[src/rtl/sma_pkg.sv]
package sma_pkg;

	// apb address bus width, byte addresses
	localparam int SMA_APB_AW = 4;

	// width of the window exponent field
	localparam int SMA_WIN_W = 4;

	// bit positions inside the registers
	localparam int CTRL_EN_BIT = 0;
	localparam int STATUS_BUSY_BIT = 0;

	// controller states
	typedef enum logic [1:0] {
		ST_IDLE  = 2'd0,
		ST_CLEAR = 2'd1,
		ST_RUN   = 2'd2
	} sma_state_e;

	// register word addresses
	typedef enum logic [SMA_APB_AW-1:0] {
		REG_CTRL   = 4'h0,
		REG_WINDOW = 4'h4,
		REG_STATUS = 4'h8,
		REG_AVG    = 4'hC
	} sma_reg_e;

endpackage

[src/rtl/sma_hist_if.sv]
interface sma_hist_if #(
	parameter int DATA_W = 32,
	parameter int MAX_LOG2 = 8
);

	logic wr_en;
	logic [MAX_LOG2-1:0] wr_addr;
	logic [DATA_W-1:0] wr_data;
	logic [MAX_LOG2-1:0] rd_addr;
	logic [DATA_W-1:0] rd_data;
	// sample entering the running sum
	logic accept;
	// hold the sum at zero
	logic clear;

	modport ctrl (output wr_en, wr_addr, wr_data, rd_addr, accept, clear);
	modport mem (input wr_en, wr_addr, wr_data, rd_addr, output rd_data);
	modport acc (input accept, wr_data, rd_data, clear);

endinterface

[src/rtl/sma_accum.sv]
module sma_accum import sma_pkg::*; #(
	parameter int DATA_W = 32,
	parameter int MAX_LOG2 = 8
) (
	input  logic i_clk,
	input  logic i_rst_n,
	input  logic [SMA_WIN_W-1:0] i_window,
	sma_hist_if.acc acc,
	output logic o_avg_valid,
	output logic signed [DATA_W-1:0] o_avg
);

	// room for 2^MAX_LOG2 full-scale samples
	localparam int SUM_W = DATA_W + MAX_LOG2;

	logic signed [SUM_W-1:0] sum_q;
	logic signed [SUM_W-1:0] new_ext;
	logic signed [SUM_W-1:0] old_ext;
	logic signed [SUM_W-1:0] sum_d;
	logic signed [SUM_W-1:0] scaled;
	logic signed [DATA_W-1:0] avg_q;
	logic avg_valid_q;

	assign new_ext = {{MAX_LOG2{acc.wr_data[DATA_W-1]}}, acc.wr_data};
	assign old_ext = {{MAX_LOG2{acc.rd_data[DATA_W-1]}}, acc.rd_data};
	assign sum_d = sum_q + new_ext - old_ext;

	// arithmetic shift, floor of sum / 2^k
	assign scaled = sum_d >>> i_window;

	always_ff @(posedge i_clk or negedge i_rst_n) begin
		if (!i_rst_n) begin
			sum_q <= '0;
			avg_q <= '0;
			avg_valid_q <= 1'b0;
		end else begin
			avg_valid_q <= acc.accept;
			if (acc.clear)
				sum_q <= '0;
			else if (acc.accept) begin
				sum_q <= sum_d;
				avg_q <= scaled[DATA_W-1:0];
			end
		end
	end

	assign o_avg_valid = avg_valid_q;
	assign o_avg = avg_q;

	// controller never accepts while it zeroes the history
	a_accept_clear: assert property (@(posedge i_clk) disable iff (!i_rst_n)
		!(acc.accept && acc.clear));

endmodule

[src/flat_wrapper.sv]
// flat-port wrapper written by rule: the top's interface ports become plain ports
module sma_accum_flat import sma_pkg::*;
#(
	parameter int DATA_W = 32,
	parameter int MAX_LOG2 = 8
)
  (i_clk, i_rst_n, i_window, o_avg_valid, o_avg, acc_accept, acc_wr_data, acc_rd_data, acc_clear);
  sma_hist_if #(.DATA_W(DATA_W), .MAX_LOG2(MAX_LOG2)) acc_i ();
  input  logic i_clk;
  input  logic i_rst_n;
  input  logic [SMA_WIN_W-1:0] i_window;
  output logic o_avg_valid;
  output logic signed [DATA_W-1:0] o_avg;
  input wire logic [$bits(acc_i.accept)-1:0] acc_accept;
  input wire logic [$bits(acc_i.wr_data)-1:0] acc_wr_data;
  input wire logic [$bits(acc_i.rd_data)-1:0] acc_rd_data;
  input wire logic [$bits(acc_i.clear)-1:0] acc_clear;
  assign acc_i.accept = acc_accept;
  assign acc_i.wr_data = acc_wr_data;
  assign acc_i.rd_data = acc_rd_data;
  assign acc_i.clear = acc_clear;
  sma_accum #(.DATA_W(DATA_W), .MAX_LOG2(MAX_LOG2)) u_core (.i_clk(i_clk), .i_rst_n(i_rst_n), .i_window(i_window), .acc(acc_i), .o_avg_valid(o_avg_valid), .o_avg(o_avg));
endmodule
[config.mk]
export PLATFORM = sky130hd
export DESIGN_NAME = sma_accum_flat
export DESIGN_NICKNAME = d
export VERILOG_FILES = /design/src/rtl/sma_pkg.sv /design/src/rtl/sma_hist_if.sv /design/src/rtl/sma_accum.sv /design/src/flat_wrapper.sv
export SDC_FILE = /design/constraint.sdc
export NUM_CORES = 1
export LEC_CHECK = 0
export BUFFER_PORTS_ARGS = -buffer_cell sky130_fd_sc_hd__buf_4
export CAP_MARGIN = 10
export CORE_ASPECT_RATIO = 1.25
export CORE_UTILIZATION = 55
export CTS_CLUSTER_SIZE = 8
export DETAILED_ROUTE_END_ITERATION = 12
export HOLD_SLACK_MARGIN = 0.05
export MAX_ROUTING_LAYER = met4
export PLACE_DENSITY = 0.86
export SLEW_MARGIN = 25
export SYNTH_ARGS = -nofsm -noshare
export SYNTH_HDL_FRONTEND = slang
export SYNTH_SLANG_ARGS = --single-unit
[constraint.sdc]
create_clock -name i_clk -period 8.9 [get_ports i_clk]
set_input_delay 1.335 -clock i_clk [delete_from_list [all_inputs] [get_ports i_clk]]
set_output_delay 1.335 -clock i_clk [all_outputs]
set_load 0.03 [all_outputs]
==> impl_metrics.ini <==
[run_status]
status = complete, no violations

[logic_synthesis]
synth_ff_type = dfrtp_1
postSynthRegisterBits = 73
synthesis.area_per_instance_um2 = 8.178
synth_warnings = 0
synth-seq-area-share = 0.2113
synth_fp_nets = 1209
post_synth_instance_area_mm2 = 0.008645
synth-edff-count = 0
synth.distinct_cells = 83
synth-async-reset-ratio = 1.000
post_synth_inst_count = 1057

[clock_network]
clock_tree.buffer_depth = 2
cts_hold_repair.buffers = 0
cts.sink_count = 73
count_of_cells_resized_by_post_cts_repair = 0
h_tree_depth = 3
worstSkewPairLatency_ps = 360
cts_tree = yes
clock-root-buffer = clkbuf_16
clkTransAtPathRegs_ps = 60
post-cts-setup-buffers = 0
cts-buffers-inserted = 9

[timing]
timing_max_transition_violations_final = 0
clock.fmax_mhz = 191.6
worst_clock_skew_ps = 8.810
number_of_endpoints_failing_setup_at_the_final_stage = 0
final.period_utilization = 0.5863
setup_repair_after_global_routing_missed_its_margin = no
hold_violations = 0
worst-slew-pin-transition_ps = 791.7
fin_tns_setup_ps = 0
worst_slew_margin_rel = 0.4722
post-route-min-period_ps = 5218

[die]
std_cell_rows = 50
effective_utilization_at_floorplan = 0.5710
dieArea_mm2 = 0.01623
floorplan.die.width_um = 114.1
design.core.area_mm2 = 0.01514
chipHeight_um = 142.2
ports_placed_on_the_boundary = 105

[pwr]
power_density_over_cell_area_mw_per_mm2 = 399.4
fin_total_pwr_mw = 3.919
vdd_drop_max_uv = 167.4
cellLeakagePower_nw = 4.808

[worst_setup_path]
critPathTopFamily = compound AO/OA/AOI/OAI gates
regToRegStartpoint = u_core.sum_q[1]
cp.required_ps = 9190
critPathKind = input port to register
critical_path_buf_inv_count = 2
timing.reg2reg.setup_slack_ps = 4390
critical_path.startpoint_type = input port
worst-r2r-cell-count = 13
critical_path_depth = 13
cpPeakStageDelay_ps = 580
endpoint_kind_of_the_worst_setup_timing_path = register
timing.critical_path.slowest_stage_cell = a221oi_2
capture_point_of_the_critical_path = u_core.o_avg[19]
crit_start = acc_rd_data[20]
worst-path-max-fanout = 8
timing.critical_path.cells = buf_4 -> fa_1 -> inv_1 -> ha_1 -> a21oi_1 -> o21ai_0 -> a221oi_2 -> a31oi_1 -> xnor2_1 -> mux2i_1 -> a211oi_1 -> mux4_2 -> mux2_2
arrival_ps = 5510
timing.rr.end = u_core.o_avg[19]

[drt]
drt_iter0_drc = 520
drt_first_pass_iters = 7
ant_nets = 0
dr_total_vias = 8111
drt_drc_violations_left = 0
drt-wirelength-per-cell_um = 18.34
routed_via_density = 6.108
sum_of_routed_wire_length_over_all_layers_um = 24350

[global_routing]
grtUsageTotal = 0.3250
grt_antenna_before_repair = 0
grt_start_max_net_pins = 74
grt_pass1_wl_um = 40090
gr_ovfl_total = 0
vias_in_the_first_global_route = 8245

[worst_hold_path]
min-delay-path-class = register to register
min_from = u_core.o_avg[1]

[job]
max-cap-violations = 0

[placed_design]
gp_congestion = 0.9810
dp_hpwl_um = 18520
io_buffers = 104

[finish]
design.final.nets = 1267
layout.cells.most_common = inv_1
layout_cells_sized_above_1 = 0.1536
layout.core_utilization = 0.6481
layout-area-overhead-vs-synth_pct = 13.50
num_antenna_cells = 0
layout_common_cells = 166 x inv_1, 107 x buf_4, 97 x nor2_1, 93 x nand2_1, 82 x mux2i_1
## kinds of logic (layout without fill, tap and decap cells)
| kind of cell | Yosys count | count (layout) | share of synthesized area |
|---|---|---|---|
| adder cells (fa/ha/maj) | 80 | 80 | 0.1497 |
| XOR/XNOR | 35 | 35 | 0.03546 |
| AO/OA/AOI/OAI | 258 | 258 | 0.2138 |
| buffers and inverters | 228 | 291 | 0.1013 |
| multiplexers | 107 | 107 | 0.1418 |
| AND/OR/NAND/NOR | 276 | 276 | 0.1466 |
| flip-flops | 73 | 73 | 0.2113 |
## per-stage QoR
| step | area, um^2 | hold slack, ps | cells | setup slack, ps |
|---|---|---|---|---|
| after floorplan | 8645 | 486.3 | 1057 | 3936 |
| after global placement | 9467 | 472.1 | 1312 | 3385 |
| after detailed placement | 9467 | 483.2 | 1312 | 3418 |
| after CTS | 9808 | 502.9 | 1328 | 3745 |
| after global routing | 9812 | 517.9 | 1328 | 3525 |
| final | 9812 | 499.6 | 1328 | 3682 |
## area by class of cell
cell class	count	area, um^2
clock buffers	10	229.0
fillers	1319	5328
clock inverters	6	112.6
flip-flops and latches	73	1827
multi-input cells	756	5942
repair buffers	108	814.5
well taps	208	260.3
inverters	167	626.9
## routing by layer
layer  wire length (um)  up-vias  GRT usage
li1                   -     3821          -
met1               9492     3886     0.3667
met2              12380      321     0.5576
met3               1379       83    0.04514
met4               1094        0     0.1709
met5                  0        -          -
## state kept, by name, summed over array words and instances, names as in the netlist
name,flops
u_core.sum_q,40
u_core.o_avg,32
u_core.o_avg_valid,1
## report_power, final
part	internal (mW)	switching, mW	total (mW)	leakage [nW]
registers	0.462	0.0775	0.539	0.930
logic	1.10	1.84	2.94	3.71
clock network	0.276	0.164	0.440	0.167
total	1.83	2.09	3.92	4.81
## worst register-to-register path, delay by kind of cell, from the launching register on
| family | cells | cell delay [ps] |
|---|---|---|
| DFF | 1 | 380 |
| xor gates and xnor gates | 1 | 120 |
| and+or+nand+nor | 1 | 190 |
| adders and majority gates | 2 | 920 |
| muxes | 3 | 1090 |
| AOI/OAI and AO/OA | 5 | 1610 |
| buffers and inverters | 1 | 70 |
## worst min-delay path by stage
stage | endpoint | slack [ps] | depth (start not counted)
CTS | u_core.o_avg[9] | 500 | 2
global route | u_core.o_avg[9] | 520 | 2
finish | u_core.o_avg[1] | 500 | 2
global placement | u_core.o_avg[2] | 470 | 1
detailed placement | u_core.o_avg[9] | 480 | 2
floorplan | u_core.sum_q[0] | 490 | 2
## cells in the mapped netlist, types with 3 or more instances
| cell | count | area share |
|---|---|---|
| o22ai_1 | 5 | 0.0036 |
| o221ai_1 | 15 | 0.015 |
| and4_1 | 6 | 0.0061 |
| nor3_1 | 12 | 0.0069 |
| or2_2 | 4 | 0.0029 |
| nand4_1 | 14 | 0.010 |
| a2111oi_0 | 5 | 0.0051 |
| xor2_1 | 10 | 0.010 |
| clkbuf_1 | 40 | 0.017 |
| fa_1 | 39 | 0.090 |
| a211o_1 | 5 | 0.0051 |
| mux4_2 | 11 | 0.029 |
| nand2_1 | 93 | 0.040 |
| a21o_1 | 16 | 0.014 |
| inv_1 | 166 | 0.072 |
| a32oi_1 | 4 | 0.0041 |
| a21oi_1 | 67 | 0.039 |
| nor2b_1 | 3 | 0.0022 |
| buf_1 | 10 | 0.0043 |
| a221o_1 | 4 | 0.0046 |
| and3_1 | 8 | 0.0058 |
| a31oi_1 | 12 | 0.0087 |
| nor2_1 | 97 | 0.042 |
| a211o_2 | 3 | 0.0035 |
| o2111ai_1 | 3 | 0.0030 |
| nand2b_1 | 6 | 0.0043 |
| o21ai_0 | 30 | 0.017 |
| and2_1 | 6 | 0.0043 |
| o211ai_1 | 11 | 0.0096 |
| dfrtp_1 | 73 | 0.21 |
| nand3_1 | 13 | 0.0075 |
| mux2i_1 | 82 | 0.095 |
| or3_1 | 3 | 0.0022 |
| o21a_1 | 5 | 0.0043 |
| a221oi_1 | 3 | 0.0030 |
| mux2_2 | 14 | 0.018 |
| ha_1 | 41 | 0.059 |
| xnor2_1 | 25 | 0.025 |
| a211oi_1 | 30 | 0.026 |
| buf_2 | 9 | 0.0052 |
(Power assumes the default switching activity.)
