File: config.mk
export PLATFORM = sky130hd
export DESIGN_NAME = sma_ctrl_flat
export DESIGN_NICKNAME = d
export VERILOG_FILES = /design/src/rtl/sma_pkg.sv /design/src/rtl/sma_hist_if.sv /design/src/rtl/sma_ctrl.sv /design/src/flat_wrapper.sv
export SDC_FILE = /design/constraint.sdc
export NUM_CORES = 1
export LEC_CHECK = 0
export BUFFER_PORTS_ARGS = -buffer_cell sky130_fd_sc_hd__buf_2
export CORE_UTILIZATION = 36
export DETAILED_ROUTE_END_ITERATION = 6
export PLACE_DENSITY_LB_ADDON = 0.25
export SLEW_MARGIN = 15
export SYNTH_ARGS = -nofsm -noshare
export SYNTH_HDL_FRONTEND = slang
export SYNTH_SLANG_ARGS = --single-unit
File: constraint.sdc
create_clock -name i_clk -period 2.3 [get_ports i_clk]
set_input_delay 0.345 -clock i_clk [delete_from_list [all_inputs] [get_ports i_clk]]
set_output_delay 0.345 -clock i_clk [all_outputs]
set_load 0.05 [all_outputs]
File: src/rtl/sma_pkg.sv
package sma_pkg;

	// apb address bus width, byte addresses
	localparam int SMA_APB_AW = 4;

	// width of the window exponent field
	localparam int SMA_WIN_W = 4;

	// bit positions inside the registers
	localparam int CTRL_EN_BIT = 0;
	localparam int STATUS_BUSY_BIT = 0;

	// controller states
	typedef enum logic [1:0] {
		ST_IDLE  = 2'd0,
		ST_CLEAR = 2'd1,
		ST_RUN   = 2'd2
	} sma_state_e;

	// register word addresses
	typedef enum logic [SMA_APB_AW-1:0] {
		REG_CTRL   = 4'h0,
		REG_WINDOW = 4'h4,
		REG_STATUS = 4'h8,
		REG_AVG    = 4'hC
	} sma_reg_e;

endpackage

File: src/rtl/sma_hist_if.sv
interface sma_hist_if #(
	parameter int DATA_W = 32,
	parameter int MAX_LOG2 = 8
);

	logic wr_en;
	logic [MAX_LOG2-1:0] wr_addr;
	logic [DATA_W-1:0] wr_data;
	logic [MAX_LOG2-1:0] rd_addr;
	logic [DATA_W-1:0] rd_data;
	// sample entering the running sum
	logic accept;
	// hold the sum at zero
	logic clear;

	modport ctrl (output wr_en, wr_addr, wr_data, rd_addr, accept, clear);
	modport mem (input wr_en, wr_addr, wr_data, rd_addr, output rd_data);
	modport acc (input accept, wr_data, rd_data, clear);

endinterface

File: src/rtl/sma_ctrl.sv
module sma_ctrl import sma_pkg::*; #(
	parameter int DATA_W = 32,
	parameter int MAX_LOG2 = 8
) (
	input  logic i_clk,
	input  logic i_rst_n,
	input  logic i_enable,
	input  logic [SMA_WIN_W-1:0] i_window,
	input  logic i_window_wr,
	input  logic i_sample_valid,
	input  logic [DATA_W-1:0] i_sample,
	output logic o_sample_ready,
	output logic o_busy,
	sma_hist_if.ctrl hist
);

	sma_state_e state_q;
	// ring pointer, doubles as the clear counter
	logic [MAX_LOG2-1:0] ptr_q;
	logic [MAX_LOG2-1:0] win_mask;
	logic sample_ready;
	logic accept;
	logic clearing;

	assign clearing = (state_q == ST_CLEAR);
	assign sample_ready = i_enable && (state_q == ST_RUN);
	assign accept = sample_ready && i_sample_valid;

	// low k bits set, pointer wraps at 2^k
	assign win_mask = ~({MAX_LOG2{1'b1}} << i_window);

	always_ff @(posedge i_clk or negedge i_rst_n) begin
		if (!i_rst_n) begin
			state_q <= ST_IDLE;
			ptr_q <= '0;
		end else if (i_window_wr) begin
			// new window, restart the clear
			state_q <= ST_CLEAR;
			ptr_q <= '0;
		end else begin
			case (state_q)
				ST_IDLE: begin
					state_q <= ST_CLEAR;
					ptr_q <= '0;
				end
				ST_CLEAR: begin
					// walks the full depth and wraps back to 0
					ptr_q <= ptr_q + 1'b1;
					if (&ptr_q)
						state_q <= ST_RUN;
				end
				ST_RUN: begin
					if (accept)
						ptr_q <= (ptr_q + 1'b1) & win_mask;
				end
				default: state_q <= ST_IDLE;
			endcase
		end
	end

	assign o_sample_ready = sample_ready;
	assign o_busy = clearing;

	// zeros while clearing, samples while running
	assign hist.wr_en = clearing || accept;
	assign hist.wr_addr = ptr_q;
	assign hist.wr_data = clearing ? '0 : i_sample;
	assign hist.rd_addr = ptr_q;
	assign hist.accept = accept;
	assign hist.clear = clearing;

	// pointer stays inside the active window between window changes
	a_ptr_in_window: assert property (@(posedge i_clk) disable iff (!i_rst_n)
		(state_q == ST_RUN && !i_window_wr) |-> ((ptr_q & ~win_mask) == '0));

endmodule

File: src/flat_wrapper.sv
// flat-port wrapper written by rule: the top's interface ports become plain ports
module sma_ctrl_flat import sma_pkg::*;
#(
	parameter int DATA_W = 32,
	parameter int MAX_LOG2 = 8
)
  (i_clk, i_rst_n, i_enable, i_window, i_window_wr, i_sample_valid, i_sample, o_sample_ready, o_busy, hist_wr_en, hist_wr_addr, hist_wr_data, hist_rd_addr, hist_accept, hist_clear);
  sma_hist_if #(.DATA_W(DATA_W), .MAX_LOG2(MAX_LOG2)) hist_i ();
  input  logic i_clk;
  input  logic i_rst_n;
  input  logic i_enable;
  input  logic [SMA_WIN_W-1:0] i_window;
  input  logic i_window_wr;
  input  logic i_sample_valid;
  input  logic [DATA_W-1:0] i_sample;
  output logic o_sample_ready;
  output logic o_busy;
  output wire logic [$bits(hist_i.wr_en)-1:0] hist_wr_en;
  output wire logic [$bits(hist_i.wr_addr)-1:0] hist_wr_addr;
  output wire logic [$bits(hist_i.wr_data)-1:0] hist_wr_data;
  output wire logic [$bits(hist_i.rd_addr)-1:0] hist_rd_addr;
  output wire logic [$bits(hist_i.accept)-1:0] hist_accept;
  output wire logic [$bits(hist_i.clear)-1:0] hist_clear;
  assign hist_wr_en = hist_i.wr_en;
  assign hist_wr_addr = hist_i.wr_addr;
  assign hist_wr_data = hist_i.wr_data;
  assign hist_rd_addr = hist_i.rd_addr;
  assign hist_accept = hist_i.accept;
  assign hist_clear = hist_i.clear;
  sma_ctrl #(.DATA_W(DATA_W), .MAX_LOG2(MAX_LOG2)) u_core (.i_clk(i_clk), .i_rst_n(i_rst_n), .i_enable(i_enable), .i_window(i_window), .i_window_wr(i_window_wr), .i_sample_valid(i_sample_valid), .i_sample(i_sample), .o_sample_ready(o_sample_ready), .o_busy(o_busy), .hist(hist_i));
endmodule
==> summary.md, run 1 <==
| Metric | Value |
|---|---|
| Number of synthesized flops with an enable pin | 0 |
| R2r setup slk | approximately 0.51 ns |
| Peak Freq | 0.478 GHz |
| Largest net degree at the start of global routing | 18 |
| H-tree depth | 1 |
| Initial Utilization | 0.387 |
| Multiplexer share of the synthesized area | 0 |
| Worst-path maximum fanout | 14 |
| Comb power frac | 0.552 |
| Number of detailed-route iterations in the first pass | 4 |
| Final slew viol count | 0 |
| Core ar. | 0.00250 sq mm |
| Cells after Synth | 125 |
| Remaining Overflow, GRT | 0 |
| Sw Share | 0.509 |
| Clock Tree Root | clkbuf_4 |
| Lkg Pwr | 0.820 nW |
| Critical Path, Cell by Cell | inv_1, ha_1, buf_4, or2_2, buf_2 |
| Slew margin rel. | 0.715 |
| Final hold violation count | 0 |
| WP data arrival | 1.75 ns |
| Area share of the largest cell type after synthesis | 0.258 |
| Async set-reset flop share out of synthesis | 1.00 |
| Count leader, synth | nor2b_1 |
| Post-synth top cells | nor2b_1, dfrtp_1, nand2_1 |
| Cts repair resizes | 0 |
| Final setup viols | 0 |
| XOR/XNOR Fraction of Synth Area | 0 |
| Ys flop type | dfrtp_1 |
| Largest family of logic cells by synthesized area | simple AND/OR/NAND/NOR gates |
| Die ar. | 0.00290 sq mm |
| Slowest CP cell | dfrtp_1 |
| Maximum vdd drop | approximately 320 uV |
| Synth unique cells | 36 |
| Mapped Area | just under 0.001 sq mm |
| Nets | 258 |
| Max Cap Viol | 0 |
| CP endpoint kind | output pin |
| Die Ht | 53.9 um |
| Adder-cell share of the synthesized area | 0.0517 |
| Post-route ant nets | 0 |
| I/O pins | 94 |
| Fin Setup TNS | 0 ns |
| Final Cycle Share | 0.909 |
| Max stage delay on crit path | about 0.37 ns |
| Clock Path Buffers | 2 |
| Seq pwr share | 0.277 |
| Worst setup SP type | flip-flop |
| Avg WL per Cell | roughly 12 um |
| GR Util All Layers | 0.195 |
| TritonCTS clock tree | done |
| Synthesized flop and latch total | 10 |
| Mapped Avg Cell Area | just under 8 sq um |
| Num CTS Buffers | 3 |
| Synth Area in Compound Gates | 0.141 |
| Rows | 18 |
| Synthesized Nets | 170 |
| Sequential area share after synthesis | 0.258 |
| Clock sinks | 10 |
| Top post-synthesis cells by area | dfrtp_1, nor2b_1, buf_4 |
| Final Wtd Congestion | a little under 0.8 |
| Status | finished clean |
| Detailed Route WL | approximately 3000 um |
| Worst Hold Path Cells | 2 |
| Via count | 1170 |
| Worst EP required | slightly below 2 ns |
| RSZ-0062 raised after global routing | no |
| Synth-to-layout area growth | 48.2% |
| Power share of the clock group | 0.171 |
| Largest area contributor in the netlist | dfrtp_1 |
| Multi-input gate area | 623 sq um |
| Clk slew on worst S/H paths | 0.06 ns |
| Net Sw Power | 364 uW |
| Layout fillers | 238 |
| Hold Crit Class | input pin to flip-flop |
| Fin crit period | around 2.1 ns |
| Hold slack | 0.313 ns |
| CP Class | flip-flop to output pin |
| Power Internal | 351 uW |
| Worst slew pin tran | approximately 0.43 ns |
| Wire length of the first global-routing pass | 4110 um |
| Pwr per Cell Area | 498 mW/mm^2 |
| Yosys warnings | 0 |
| Number of diodes | 0 |
| Simple logic cell fraction of the synthesized area | 0.451 |
| DP HPWL | 2450 um |
| Initial antenna violation count | 0 |
| Layout cell share with drive strength beyond 1 | 0.488 |
| PortBufs | between 90 and 100 |
| Worst skew pair latency | 0.27 ns |
| Skew final | 0.00214 ns |
| Pwr Total | 715 uW |
| Vias/cell | 4.85 |
| Worst r2r path cells | 6 |
| DR DRC count | 0 |
| Die X | between 50 and 60 um |
| Iter 0 DRT Violations | 19 |
| Register area | about 250 sq um |
| Vias in the first global route | 937 |
-- routing by layer --
| metal | vias to the layer above | wire length (um) | global-route usage |
|---|---|---|---|
| met2 | 39 | 1570 | 0.348 |
| met1 | 533 | 1240 | 0.232 |
| met4 | 0 | 8 | 0.0263 |
| met3 | 2 | 149 | 0.0593 |
| met5 | - | 0 | 0 |
| li1 | 596 | - | - |
-- registers in the layout (all words and copies together), names as in the netlist --
name                 flops
u_core.hist.rd_addr      8
u_core.state_q           2
-- worst paths after layout --
check / startpoint / to
worst min register to register: u_core.hist.rd_addr[7]$_DFFE_PN0P_ / u_core.hist.rd_addr[7]$_DFFE_PN0P_
worst min-delay path: i_window_wr / u_core.state_q[1]$_DFFE_PN0P_
worst max-delay path: u_core.state_q[1]$_DFFE_PN0P_ / hist_wr_en
min in group asynchronous: i_rst_n / u_core.hist.rd_addr[4]$_DFFE_PN0P_
worst max register to register: u_core.state_q[0]$_DFFE_PN0P_ / u_core.hist.rd_addr[7]$_DFFE_PN0P_
max in group asynchronous: i_rst_n / u_core.state_q[1]$_DFFE_PN0P_
-- cells by family after synthesis --
group,after synthesis
compound gates,20
fa+ha+maj,4
buf+inv,16
simple gates,75
flops,10
-- metrics by stage --
step	setup WS [ns]	std cells	instance area [sq um]	util
after floorplan	0.0104	125	968	-
after CTS	0.190	241	1440	0.574
after global routing	0.0864	241	1440	0.574
after detailed placement	0.487	237	1400	0.561
final	0.209	241	1440	0.574
after global placement	0.541	237	1400	0.561
-- power by group through the flow --
stage	combinational [mW]	sequential [mW]	clock [mW]
after floorplan	0.272	0.226	0
after global placement	0.388	0.200	0
after detailed placement	0.393	0.202	0
after CTS	0.396	0.198	0.126
after global routing	0.418	0.200	0.137
final	0.394	0.198	0.122
-- what timing repair did --
item                                    4_1_cts  5_1_grt
hold endpoints to repair                     10        0
endpoints found under the setup margin        0        0
buffers inserted                              0        0
hold buffers                                  1        0
-- area by class of cell --
type	count	area share
Timing Repair Buffer	96	0.342
Tap cell	30	0.0262
Inverter	3	0.00785
Sequential cell	10	0.174
Multi-Input combinational cell	99	0.434
Clock buffer	3	0.0157
-- cells in the final DEF (no fill, tap or decap), types with 2 or more instances in the layout --
cell | Yosys | routed
o2111ai_1 | 2 | 2
ha_1 | 4 | 4
nor2_1 | 5 | 5
o21ai_0 | 2 | 2
buf_2 | 1 | 93
nor2b_1 | 33 | 33
nor3_1 | 2 | 2
and2_1 | 2 | 2
o21ai_1 | 5 | 5
buf_4 | 9 | 2
or2_2 | 2 | 2
dfrtp_1 | 10 | 10
a21o_1 | 2 | 2
a21oi_1 | 3 | 3
nand2_1 | 10 | 10
inv_1 | 3 | 3
clkbuf_4 | 0 | 3
nand3_1 | 7 | 7
or3_1 | 2 | 2
nand4_1 | 2 | 2
-- critical path, delay by kind of cell (launching register included) --
family	cells	cell delay [ns]
adder cells (fa/ha/maj)	1	0.30
buffers and inverters	3	0.51
AND/OR/NAND/NOR	1	0.29
flip-flops	1	0.37
(Power assumes the default switching activity.)
==> run 2, diff against run 1 <==
==> constraint.sdc (replaced) <==
create_clock -name i_clk -period 2.22 [get_ports i_clk]
set_input_delay 0.444 -clock i_clk [delete_from_list [all_inputs] [get_ports i_clk]]
set_output_delay 0.444 -clock i_clk [all_outputs]
set_load 0.05 [all_outputs]
==> summary.md, run 2 (synthesized netlist as in run 1, its figures left out) <==
| Metric | Value |
|---|---|
| Iter 0 DRT Violations | 17 (was 19) |
| Fin Setup TNS | 0 ns (unchanged) |
| Skew final | 0.000868 ns (was 0.00214 ns) |
| Slew margin rel. | 0.697 (was 0.715) |
| Number of detailed-route iterations in the first pass | 4 (unchanged) |
| Final Wtd Congestion | 0.818 (was 0.787) |
| Layout Cells excl Fill | 239 (was 241) |
| Delay-heaviest family, CP | simple AND/OR/NAND/NOR gates (was buffers and inverters) |
| Hold slack | 0.0345 ns (was 0.313 ns) |
| Clock Path Buffers | 2 (unchanged) |
| Lkg Pwr | 0.813 nW (was 0.820 nW) |
| Layout cell share with drive strength beyond 1 | 0.493 (was 0.488) |
| Pre-CTS setup slack | 0.288 ns (was 0.487 ns) |
| Remaining Overflow, GRT | 0 (unchanged) |
| Worst EP required | 1.78 ns (was 1.96 ns) |
| Vias/cell | 4.94 (was 4.85) |
| Num CTS Buffers | 3 (unchanged) |
| CP Class | flip-flop to output pin (unchanged) |
| Initial Utilization | 0.387 (unchanged) |
| Setup WS post-layout | 0.131 ns (was 0.209 ns) |
| Commonest non-fill, non-tap cell in the layout | buf_2 (unchanged) |
| Worst-path maximum fanout | 6 (was 14) |
| Clock Tree Root | clkbuf_4 (unchanged) |
| Largest net degree at the start of global routing | 29 (was 18) |
| I/O pins | 94 (unchanged) |
| Final hold violation count | 0 (unchanged) |
| GR Util All Layers | 0.193 (was 0.195) |
| Die X | 53.9 um (unchanged) |
| Max stage delay on crit path | 0.39 ns (was 0.37 ns) |
| Final slew viol count | 0 (unchanged) |
| Critical Path, Cell by Cell | inv_1, ha_1, and3_1, or2_2, buf_2 (was inv_1, ha_1, buf_4, or2_2, buf_2) |
| Die ar. | 0.00290 sq mm (unchanged) |
| Die Ht | 53.9 um (unchanged) |
| Max reg flops | 8 (unchanged) |
| CP endpoint kind | output pin (unchanged) |
| DP HPWL | 2370 um (was 2450 um) |
| Setup Buffers After CTS | 0 (unchanged) |
| Synth-to-layout area growth | 47.7% (was 48.2%) |
| RSZ-0062 raised after global routing | no (unchanged) |
| Post-route ant nets | 0 (unchanged) |
| Cells after DPL | 236 (was 237) |
| Final setup viols | 0 (unchanged) |
| Via count | 1180 (was 1170) |
| Worst skew pair latency | 0.26 ns (was 0.27 ns) |
| Clk slew on worst S/H paths | 0.07 ns (was 0.06 ns) |
| Cts hold-fix bufs | 0 (was 1) |
| Most frequent cells in the layout | buf_2, nor2b_1, nand2_1, dfrtp_1, nand3_1 (unchanged) |
| Peak Freq | 0.479 GHz |
| Initial antenna violation count | 0 (unchanged) |
| Clock sinks | 10 (unchanged) |
| Rows | 18 (unchanged) |
| Number of diodes | 0 (unchanged) |
| H-tree depth | 1 (unchanged) |
| Final Cycle Share | 0.941 |
| Pwr Total | 736 uW (was 715 uW) |
| Status | finished clean (unchanged) |
| Wire length of the first global-routing pass | 4120 um (was 4110 um) |
| Avg WL per Cell | 12.1 um (was 12.3 um) |
| Final core occ | 0.572 (was 0.574) |
| Area after DPL | 0.00140 sq mm (about the same) |
| Fin crit period | 2.09 ns |
| Slowest CP cell | dfrtp_1 (unchanged) |
| Detailed Route WL | 2880 um (was 2970 um) |
| Design area | 0.00143 sq mm (was 0.00144 sq mm) |
| Worst setup SP type | flip-flop (unchanged) |
| Pwr per Cell Area | 515 mW/mm^2 (was 498 mW/mm^2) |
| Worst slew pin tran | 0.451 ns (was 0.426 ns) |
| Maximum vdd drop | 329 uV (was 324 uV) |
| Max Cap Viol | 0 (unchanged) |
| TritonCTS clock tree | done (unchanged) |
| Cts repair resizes | 1 (was 0) |
| Nets | 256 (was 258) |
| WP data arrival | 1.64 ns (was 1.75 ns) |
| Vias in the first global route | 975 (was 937) |
| PortBufs | 93 (unchanged) |
| Core ar. | 0.00250 sq mm (unchanged) |
| CP bufs+invs | 2 (was 3) |
| Hold Crit Class | input pin to async pin (was input pin to flip-flop) |
| DR DRC count | 0 (unchanged) |
[run 2: worst paths after layout]
kind | cells past startpoint | startpoint | slack [ns] | to
worst min-delay path | 1 | i_rst_n | 0.03 | u_core.hist.rd_addr[6]$_DFFE_PN0P_
worst max register to register | 6 | u_core.state_q[0]$_DFFE_PN0P_ | 0.37 | u_core.hist.rd_addr[7]$_DFFE_PN0P_
worst min register to register | 1 | u_core.hist.rd_addr[7]$_DFFE_PN0P_ | 0.53 | u_core.hist.rd_addr[7]$_DFFE_PN0P_
max in group asynchronous | 1 | i_rst_n | 1.99 | u_core.hist.rd_addr[0]$_DFFE_PN0P_
min in group i_clk | 2 | i_window_wr | 0.42 | u_core.state_q[1]$_DFFE_PN0P_
worst max-delay path | 5 | u_core.state_q[0]$_DFFE_PN0P_ | 0.13 | hist_wr_en
[run 2: worst reg2reg max path, delay by kind of cell (launching register included)]
family	cells	cell delay (ns)
and+or+nand+nor	1	0.54
AOI/OAI and AO/OA	3	0.51
DFF	1	0.39
adders and majority gates	1	0.26
buffers and inverters	1	0.09
[run 2: per-layer routing]
layer,global-route usage,share of wire,vias up
met2,0.337,0.51,51
met4,0.0395,0.0049,0
met3,0.0424,0.063,4
met1,0.239,0.42,535
met5,0,0,-
li1,-,-,590
[run 2: layout make-up]
cell class,count,area (sq um)
Inverter,3,11.3
Multi-Input combinational cell,99,636
Clock buffer,3,22.5
Fill cell,243,1070
Sequential cell,10,250
Timing Repair Buffer,94,473
Tap cell,30,37.5
[run 2: power by group]
group          switching [mW]  leakage (nW)  internal (mW)
clock                  0.0615        0.0138         0.0625
combinational           0.297         0.666          0.109
sequential             0.0148         0.133          0.192
