**config.mk**
```make
export PLATFORM = sky130hd
export DESIGN_NAME = sma_apb_regs
export DESIGN_NICKNAME = d
export VERILOG_FILES = /design/src/rtl/sma_pkg.sv /design/src/rtl/sma_apb_regs.sv
export SDC_FILE = /design/constraint.sdc
export NUM_CORES = 1
export LEC_CHECK = 0
export BUFFER_PORTS_ARGS = -buffer_cell sky130_fd_sc_hd__buf_2
export CORE_MARGIN = 2
export CORE_UTILIZATION = 29
export CTS_BUF_LIST = sky130_fd_sc_hd__clkbuf_4 sky130_fd_sc_hd__clkbuf_8
export DETAILED_ROUTE_END_ITERATION = 16
export PLACE_DENSITY_LB_ADDON = 0.15
export SLEW_MARGIN = 10
export SYNTH_ARGS = -nofsm -noshare
export SYNTH_HDL_FRONTEND = slang
export SYNTH_SLANG_ARGS = --single-unit
```
**constraint.sdc**
```tcl
create_clock -name i_clk -period 2.7 [get_ports i_clk]
set_input_delay 0.27 -clock i_clk [delete_from_list [all_inputs] [get_ports i_clk]]
set_output_delay 0.27 -clock i_clk [all_outputs]
set_load 0.05 [all_outputs]
```
**src/rtl/sma_pkg.sv**
```systemverilog
package sma_pkg;

	// apb address bus width, byte addresses
	localparam int SMA_APB_AW = 4;

	// width of the window exponent field
	localparam int SMA_WIN_W = 4;

	// bit positions inside the registers
	localparam int CTRL_EN_BIT = 0;
	localparam int STATUS_BUSY_BIT = 0;

	// controller states
	typedef enum logic [1:0] {
		ST_IDLE  = 2'd0,
		ST_CLEAR = 2'd1,
		ST_RUN   = 2'd2
	} sma_state_e;

	// register word addresses
	typedef enum logic [SMA_APB_AW-1:0] {
		REG_CTRL   = 4'h0,
		REG_WINDOW = 4'h4,
		REG_STATUS = 4'h8,
		REG_AVG    = 4'hC
	} sma_reg_e;

endpackage

```
**src/rtl/sma_apb_regs.sv**
```systemverilog
module sma_apb_regs import sma_pkg::*; #(
	parameter int DATA_W = 32,
	parameter int MAX_LOG2 = 8
) (
	input  logic i_clk,
	input  logic i_rst_n,
	input  logic i_psel,
	input  logic i_penable,
	input  logic i_pwrite,
	input  logic [SMA_APB_AW-1:0] i_paddr,
	input  logic [DATA_W-1:0] i_pwdata,
	input  logic i_busy,
	input  logic [DATA_W-1:0] i_avg,
	output logic [DATA_W-1:0] o_prdata,
	output logic o_pready,
	output logic o_pslverr,
	output logic o_enable,
	output logic [SMA_WIN_W-1:0] o_window,
	output logic o_window_wr
);

	localparam logic [SMA_WIN_W-1:0] K_MAX = SMA_WIN_W'(MAX_LOG2);

	sma_reg_e addr;
	logic access;
	logic addr_ok;
	logic read_only;
	logic wr_ok;
	logic [DATA_W-1:0] rdata;
	logic [SMA_WIN_W-1:0] k_in;
	logic enable_q;
	logic [SMA_WIN_W-1:0] window_q;
	logic window_wr_q;

	assign addr = sma_reg_e'(i_paddr);
	assign access = i_psel && i_penable;
	assign k_in = i_pwdata[SMA_WIN_W-1:0];

	// register decode and read mux
	always_comb begin
		rdata = '0;
		addr_ok = 1'b1;
		read_only = 1'b0;
		case (addr)
			REG_CTRL: rdata[CTRL_EN_BIT] = enable_q;
			REG_WINDOW: rdata[SMA_WIN_W-1:0] = window_q;
			REG_STATUS: begin
				rdata[STATUS_BUSY_BIT] = i_busy;
				read_only = 1'b1;
			end
			REG_AVG: begin
				rdata = i_avg;
				read_only = 1'b1;
			end
			default: addr_ok = 1'b0;
		endcase
	end

	// no wait states
	assign o_pready = 1'b1;
	assign o_pslverr = access && (!addr_ok || (i_pwrite && read_only));
	assign o_prdata = (access && !i_pwrite) ? rdata : '0;
	assign wr_ok = access && i_pwrite && addr_ok && !read_only;

	always_ff @(posedge i_clk or negedge i_rst_n) begin
		if (!i_rst_n) begin
			enable_q <= 1'b0;
			window_q <= '0;
			window_wr_q <= 1'b0;
		end else begin
			window_wr_q <= wr_ok && (addr == REG_WINDOW);
			if (wr_ok && (addr == REG_CTRL))
				enable_q <= i_pwdata[CTRL_EN_BIT];
			// oversized exponents saturate
			if (wr_ok && (addr == REG_WINDOW))
				window_q <= (k_in > K_MAX) ? K_MAX : k_in;
		end
	end

	assign o_enable = enable_q;
	assign o_window = window_q;
	assign o_window_wr = window_wr_q;

	// an error only ends a transfer that had its setup phase
	a_pslverr_access: assert property (@(posedge i_clk) disable iff (!i_rst_n)
		o_pslverr |-> i_penable && $past(i_psel && !i_penable));

endmodule

```
==> run metrics, run 1 <==
Clock Sinks 6; XOR/XNOR Fraction of Synth Area 0%; cell mode on critical path buf_2; clock slew at reported path FFs 0.04 ns; setup tns final 0 ns; Hold Vio Cnt, Final 0; drc violations 0; worst min path class in2reg; Setup Skew 0 ns; Synth Cell Area 634 sq um; final worst path period share 69.9%; htree depth 1; die height 50.8 um; Critical path buffers and inverters 2; Pwr Density 278 mW/mm^2; largest net degree at the start of global routing 29; largest family of logic cells by synthesized area simple AND/OR/NAND/NOR gates; synth cell count leaders and2_1, dfrtp_1, buf_6, mux2_4, nor2_1; share of layout cells above drive strength 1 64.4%; post-DR vias/cell 4.31; synth warn 0; Syn Nets 140; # nets final 225; TritonCTS clock tree built; synth unique cells 21; Post-synth EDFFs 0; Worst-Skew Late Latency 0.24 ns; Buffers on Ports 84; initial drt markers 6; post-DP HPWL 1.69 mm; antenna-violating nets left 0; DR pass1 iterations 4; delay of the slowest critical-path stage 0.39 ns; DR WL/cell 11.0 um; Fin Hold WS 0.262 ns; GP Congestion 0.743; post-cts resize count 0; FF-to-FF path depth 1; P_int 0.197 mW; total track usage 14.8%; # IOs 114; Switching Fraction 34.2%; number of global-route vias before repair 706; critical path class in2out; Top Family by Delay on Critical Path simple AND/OR/NAND/NOR gates; most common cell in the synthesized netlist and2_1; Sequential Power Share 35.1%; Setup Viol. Count Final 0; syn_area_per_cell 9.61 sq um; Final min period 1.89 ns; first-pass GRT wire length 2.94 mm; CORE AREA 0.00202 sq mm; Post-synth ARST share 100%; slowest CP cell nor2b_4; Critical Path Fanout Max 28; ys flop type dfrtp_1; Synth top area share 27.6%; RSZ-0062 raised after global routing no; postcts setup bufs 0; final instance area 0.00107 sq mm; Max VDD drop 0.195 mV; WL final 1.94 mm; max_cap viols 0; clock network fraction of total power 26.8%; complex-gate fraction of the synthesized area 4.73%; total leakage power 0.653 nW; Req. time, crit path 2.43 ns; Pins Over Slew Limit 0; post-synthesis sequential area ratio 23.7%; Antenna diodes 0; Levels on crit path 5; CP Launch Type input port; starting density of the core 31.4%; CTS Buffer Depth 2; Worst setup EP type output port; ranking of synthesized cells by area and2_1, dfrtp_1, mux2_4, buf_6, nor4b_4; synthesized instance count 66; worst hold stages 2; Highest Clock Rate 530 MHz; number of cell rows 16; Comb pwr share 38.1%; CTS buffer count 3; count of state elements after synthesis 6; initial antenna violation count 0; die width 50.8 um; Adder-Cell Fraction of Synth Area 0%; Crit path arrival time 1.62 ns; status complete, no violations; Post-DP Area 0.00104 sq mm; GRT overflow 0; Switch Pwr 0.102 mW; die area 0.00258 sq mm; clock root buffer clkbuf_4; area grow syn2layout 69.4%; Synth area leader and2_1; critical-path cell list buf_2 -> and4bb_4 -> nor2b_4 -> and2_1 -> buf_2; post-synthesis simple-gate area fraction 47.9%; mux share of post-synthesis cell area 14.8%; DR vias 758
## state kept, by name (all words and copies together) (netlist names)
name         cells
o_window         4
o_enable         1
o_window_wr      1
## power groups by stage
stage	registers (mW)	clock network [mW]	logic, mW
after detailed placement	0.106	0	0.113
final	0.105	0.0802	0.114
after global placement	0.105	0	0.111
after global routing	0.106	0.0843	0.121
after floorplan	0.132	0	0.0376
after CTS	0.105	0.0848	0.115
## path summary, 6_finish.rpt
| check | slack, ns | end | startpoint |
|---|---|---|---|
| hold reg to reg | 0.53 | o_window[3] | o_window[3] |
| max in group asynchronous | 2.18 | o_window[2] | i_rst_n |
| setup reg to reg | 1.88 | o_enable | o_enable |
| min in group asynchronous | 0.38 | o_window[3] | i_rst_n |
| setup / recovery | 0.81 | o_prdata[8] | i_paddr[0] |
| hold / removal | 0.26 | o_enable | i_pwdata[0] |
## metrics by stage
step           total power [mW]  utilization (%)  setup slack [ns]  cells
6_report                  0.299             53.2             0.811    176
5_1_grt                   0.311             53.2             0.685    176
4_1_cts                   0.304             53.2             0.789    176
3_5_place_dp              0.219             51.5             0.795    172
3_3_place_gp              0.217             51.5             0.832    172
2_1_floorplan             0.169                -             0.589     66
## what timing repair did
item,CTS,global route
hold buffers,1,0
setup endpoints to repair,0,0
hold endpoints to repair,6,0
## cell usage in the layout (no fill, tap or decap), types with 3 or more instances in the layout
cell type	instances
and2_1	28
buf_2	84
dfrtp_1	6
a22oi_1	3
clkbuf_4	3
mux2_4	4
nor2_1	4
nor2b_1	3
## routing by layer
metal | GRT usage (%) | up-vias | routed length [um]
li1 | - | 387 | -
met5 | 0 | - | 0
met4 | 6.76 | 0 | 0
met3 | 3.87 | 0 | 248
met2 | 28.7 | 49 | 982
met1 | 14.4 | 322 | 708
## cell type report
type | count | area, sq um
Timing Repair Buffer | 85 | 430
Tap cell | 27 | 33.8
Multi-Input combinational cell | 55 | 438
Fill cell | 214 | 947
Sequential cell | 6 | 150
Clock buffer | 3 | 22.5
## kinds of logic (layout without fill, tap and decap cells)
family          Yosys count  count (layout)
simple gates             44              44
buf+inv                   5              88
mux                       6               6
flops                     6               6
other cells               1               1
compound gates            4               4
(Power assumes the default switching activity.)
==> run 2, diff against run 1 <==
- ABC_AREA: default -> 1
- CORE_UTILIZATION: 29 -> 28
- clock period: 2.7 -> 1.9 ns (I/O delays scaled with it)
==> run metrics, run 2 <==
setup tns final 0 ns (unchanged); Sequential Power Share 33.8% (-1.3 points); total leakage power 0.670 nW (+2.6%); DR WL/cell 9.38 um (-15%); max_cap viols 0 (unchanged); Syn Nets 198 (+41%); DR vias 1020 (+35%); Setup Viol. Count Final 0 (unchanged); Switch Pwr 0.166 mW (+63%); synthesized instance count 124 (+88%); ys flop type dfrtp_1; Hold Vio Cnt, Final 0 (unchanged); worst hold stages 3 (+1); postcts setup bufs 0 (unchanged); Setup Skew 0 ns (unchanged); DR pass1 iterations 3 (-1); count of state elements after synthesis 6 (unchanged); Comb pwr share 39.6% (+1.5 points); clock root buffer clkbuf_4; critical path class in2out; Switching Fraction 38.2% (+4.1 points); Antenna diodes 0 (unchanged); Final Non-Filler Cells 234 (+33%); clock slew at reported path FFs 0.04 ns (about the same); synth unique cells 17 (-19%); GP Congestion 0.743 (about the same); die height 53.5 um (+5.3%); GRT overflow 0 (unchanged); Pwr Density 386 mW/mm^2 (+39%); Synth Cell Area 686 sq um (+8.1%); final instance area 0.00113 sq mm (+5.0%); Synth top area share 25.7% (-1.9 points); antenna-violating nets left 0 (unchanged); syn_area_per_cell 5.53 sq um (-42%); post-DR vias/cell 4.36 (+1.2%); total track usage 14.3% (-0.58 points); Design Power 0.435 mW (+46%); drc violations 0 (unchanged); htree depth 1 (unchanged); synth warn 0 (unchanged); number of cell rows 17 (+1); Pins Over Slew Limit 0 (unchanged); FF-to-FF path depth 2 (+1); most common cell in the synthesized netlist nand2_1; die area 0.00286 sq mm (+11%); Post-synth EDFFs 0 (unchanged); Max VDD drop 0.351 mV (+80%); final core occ 50.1% (-3.1 points); worst slack at placement 0.242 ns (-0.553 ns); Clock Sinks 6 (unchanged); clock network fraction of total power 26.6% (-0.2 points); CTS Buffer Depth 2 (unchanged); RSZ-0062 raised after global routing no; max reg flops 4 (unchanged); Fin Hold WS 0.206 ns (-0.0555 ns); share of layout cells above drive strength 1 47.1% (-17 points); Worst setup EP type output port; Critical Path Start i_paddr[1]; Worst Setup EP o_prdata[1]; number of global-route vias before repair 787 (+11%); CORE AREA 0.00225 sq mm (+12%); CTS buffer count 3 (unchanged); initial drt markers 5 (-1); post-DP HPWL 1.85 mm (+9.6%); post-synthesis sequential area ratio 21.9% (-1.8 points); PnR worst setup slack 0.253 ns (-0.558 ns); most frequent cells in the layout buf_2, nand2_1, nor2_1, inv_1, dfrtp_1; # IOs 114 (unchanged); Highest Clock Rate 607 MHz; P_int 0.269 mW (+37%); Final min period 1.65 ns; WL final 2.19 mm (+13%); status complete, no violations; area grow syn2layout 64.6%; ranking of synthesized cells by area nand2_1, dfrtp_1, nor2_1, buf_6, inv_1; die width 53.5 um (+5.3%); r2r startpoint o_window[2]; Worst-Skew Late Latency 0.24 ns (about the same); worst min path class in2reg; Post-DP Area 0.00110 sq mm (+5.2%); largest net degree at the start of global routing 33 (+14%); final worst path period share 86.7%; Post-synth ARST share 100% (unchanged); # nets final 282 (+25%); Critical Path Fanout Max 31 (+11%); reg-to-reg critical path endpoint o_window[2]; first-pass GRT wire length 3.04 mm (+3.3%); CP Launch Type input port; TritonCTS clock tree built; starting density of the core 30.4% (-0.96 points); initial antenna violation count 0 (unchanged); # placed instances 230 (+34%); Buffers on Ports 84 (unchanged); R2R Setup Slk 1.24 ns (-0.64 ns); synth cell count leaders nand2_1, nor2_1, inv_1; most common cell after layout, fill and taps aside buf_2; Req. time, crit path 1.71 ns (-0.72 ns); Crit path arrival time 1.46 ns (-0.16 ns); Synth area leader nand2_1
## run 2: critical path, cell delays in order
cell	delay [ns]
buf_2	0.11
nor2_4	0.19
inv_2	0.11
nor2_8	0.33
nand2_1	0.09
a21oi_1	0.15
buf_2	0.28
## run 2: final cells by class
type,count,area (sq um)
sequential,6,150
timing repair buffer,86,438
inverter,8,30.0
tap,28,35.0
clock buffer,3,22.5
multi-input combinational,103,453
fill,235,1130
## run 2: what timing repair did
action	CTS	global route
hold buffers	1	0
hold endpoints to repair	6	0
gates resized for setup	0	0
## run 2: how the worst min path moves through the flow
stage	end	start
2_1_floorplan	o_enable	i_rst_n
6_report	o_window[1]	i_pwdata[1]
5_1_grt	o_enable	i_pwdata[0]
3_3_place_gp	o_window_wr	i_rst_n
3_5_place_dp	o_window_wr	i_rst_n
4_1_cts	o_window[1]	i_pwdata[1]
## run 2: metal layers
layer | track usage (%) | up-vias | share of wire [%]
met5 | 0 | - | 0
met4 | 7.26 | 0 | 1.6
met3 | 1.41 | 4 | 10
met2 | 28.8 | 52 | 50
met1 | 13.8 | 428 | 38
li1 | - | 536 | -
## run 2: cells by family after synthesis
family	after synthesis	synth area share, %
buffers and inverters	15	12.0
and+or+nand+nor	93	57.8
AOI/OAI and AO/OA	9	7.66
other	1	0.547
DFF	6	21.9
## run 2: power by group through the flow
stage	registers (mW)	logic, mW	clock network, mW
floorplan	0.186	0.0667	0
detailed placement	0.149	0.172	0
finish	0.147	0.172	0.116
global placement	0.149	0.169	0
CTS	0.147	0.174	0.120
global route	0.148	0.189	0.133
==> run 3, diff against run 2 <==
- clock period: 1.9 -> 1.7 ns (I/O delays scaled with it)
==> run metrics, run 3 (synthesis gave the netlist of run 2 again) <==
status complete, no violations; number of global-route vias before repair 758 (-3.7%); area grow syn2layout 65.7%; post-cts resize count 0 (unchanged); Setup Viol. Count Final 0 (unchanged); CTS buffer count 3 (unchanged); number of cell rows 17 (unchanged); Final min period 1.50 ns; critical path class in2out; share of layout cells above drive strength 1 47.3% (+0.26 points); worst hold stages 3 (unchanged); slowest CP cell nor2_8; initial antenna violation count 0 (unchanged); critical-path cell list buf_2 -> nand2_1 -> nor2_8 -> nand2_1 -> a21oi_1 -> buf_2; initial drt markers 7 (+2); clock root buffer clkbuf_4; # IOs 114 (unchanged); setup tns final 0 ns (unchanged); Buffers on Ports 84 (unchanged); die area 0.00286 sq mm (unchanged); die height 53.5 um (unchanged); Highest Clock Rate 668 MHz; total leakage power 0.675 nW (+0.77%); final worst path period share 88.0%; CTS Buffer Depth 2 (unchanged); Setup Skew 0 ns (unchanged); Hold Vio Cnt, Final 0 (unchanged); total track usage 13.7% (-0.52 points); Max VDD drop 0.389 mV (+11%); Levels on crit path 6 (-1); Critical Path Fanout Max 31 (unchanged); post-DR vias/cell 4.23 (-2.9%); FF-to-FF path depth 2 (unchanged); htree depth 1 (unchanged); GRT overflow 0 (unchanged); DR WL/cell 9.16 um (-2.3%); Worst-Skew Late Latency 0.23 ns (about the same); delay of the slowest critical-path stage 0.37 ns (+0.04 ns); most common cell after layout, fill and taps aside buf_2; post-DP HPWL 1.82 mm (-1.6%); CORE AREA 0.00225 sq mm (unchanged); Fin Hold WS 0.193 ns (-0.0133 ns); Worst setup EP type output port; Clock Sinks 6 (unchanged); RSZ-0062 raised after global routing no; antenna-violating nets left 0 (unchanged); first-pass GRT wire length 2.96 mm (-2.5%); DR pass1 iterations 4 (+1); final core occ 50.4% (+0.33 points); Antenna diodes 0 (unchanged); GP Congestion 0.724 (-2.6%); max reg flops 4 (unchanged); Pins Over Slew Limit 0 (unchanged); largest net degree at the start of global routing 33 (unchanged); Critical path buffers and inverters 2 (-1); Pwr Density 425 mW/mm^2 (+10%); most frequent cells in the layout buf_2, nand2_1, nor2_1, inv_1, dfrtp_1; Crit path arrival time 1.33 ns (-0.13 ns); # nets final 283 (+0.35%); TritonCTS clock tree built; Top Family by Delay on Critical Path simple AND/OR/NAND/NOR gates; WL final 2.15 mm (-1.9%); Design Power 0.482 mW (+11%); clock slew at reported path FFs 0.04 ns (about the same); worst min path class in2reg; starting density of the core 30.4% (unchanged); CP Launch Type input port; Req. time, crit path 1.53 ns (-0.18 ns); max_cap viols 0 (unchanged); DR vias 995 (-2.5%); die width 53.5 um (unchanged); drc violations 0 (unchanged)
## run 3: cell types whose count changed in the layout (fill, tap and decap cells not counted), sizes merged
| cell | delta |
|---|---|
| buf | +1 |
## run 3: per-stage QoR
| step | std cells | setup WS [ns] | instance area, sq um |
|---|---|---|---|
| 4_1_cts | 235 | 0.195 | 1140 |
| 2_1_floorplan | 124 | 0.0316 | 686 |
| 5_1_grt | 235 | 0.0798 | 1140 |
| 3_5_place_dp | 231 | 0.201 | 1100 |
| 3_3_place_gp | 231 | 0.221 | 1100 |
| 6_report | 235 | 0.204 | 1140 |
## run 3: final timing paths
check	start	end	slack, ns
hold / removal	i_pwdata[2]	o_window[2]	0.19
min in group asynchronous	i_rst_n	o_window[2]	0.28
max in group asynchronous	i_rst_n	o_window[0]	1.28
hold reg to reg	o_window[2]	o_window[2]	0.50
setup reg to reg	o_window[1]	o_window[1]	1.03
setup / recovery	i_paddr[3]	o_prdata[1]	0.20
## run 3: report_power, final
group	internal (mW)	switching, mW
logic	0.0667	0.128
registers	0.155	0.00867
clock network	0.0794	0.0441
## run 3: layout make-up
class / instances / area, sq um
inverter: 8 / 30.0
tap: 28 / 35.0
clock buffer: 3 / 22.5
multi-input combinational: 103 / 453
sequential: 6 / 150
timing repair buffer: 87 / 445
fill: 239 / 1120
## run 3: repair_timing
| action | CTS | global route |
|---|---|---|
| endpoints found under the setup margin | 0 | 0 |
| endpoints found under the hold margin | 6 | 0 |
| setup buffers | 0 | 0 |
| hold buffers | 1 | 0 |
## run 3: routing by layer
metal / part of all wire [%] / vias to the layer above / track usage [%] / wire, um
li1: - / 539 / - / -
met1: 38 / 404 / 14.3 / 817
met2: 49 / 50 / 26.7 / 1050
met3: 12 / 2 / 1.98 / 257
met4: 1.2 / 0 / 5.56 / 25
met5: 0 / - / 0 / 0
## run 3: worst register-to-register path, cell delays in order, from the launching register on
cell and delay, ns:
dfrtp_1 0.39, nand2_1 0.07, o21ai_0 0.08
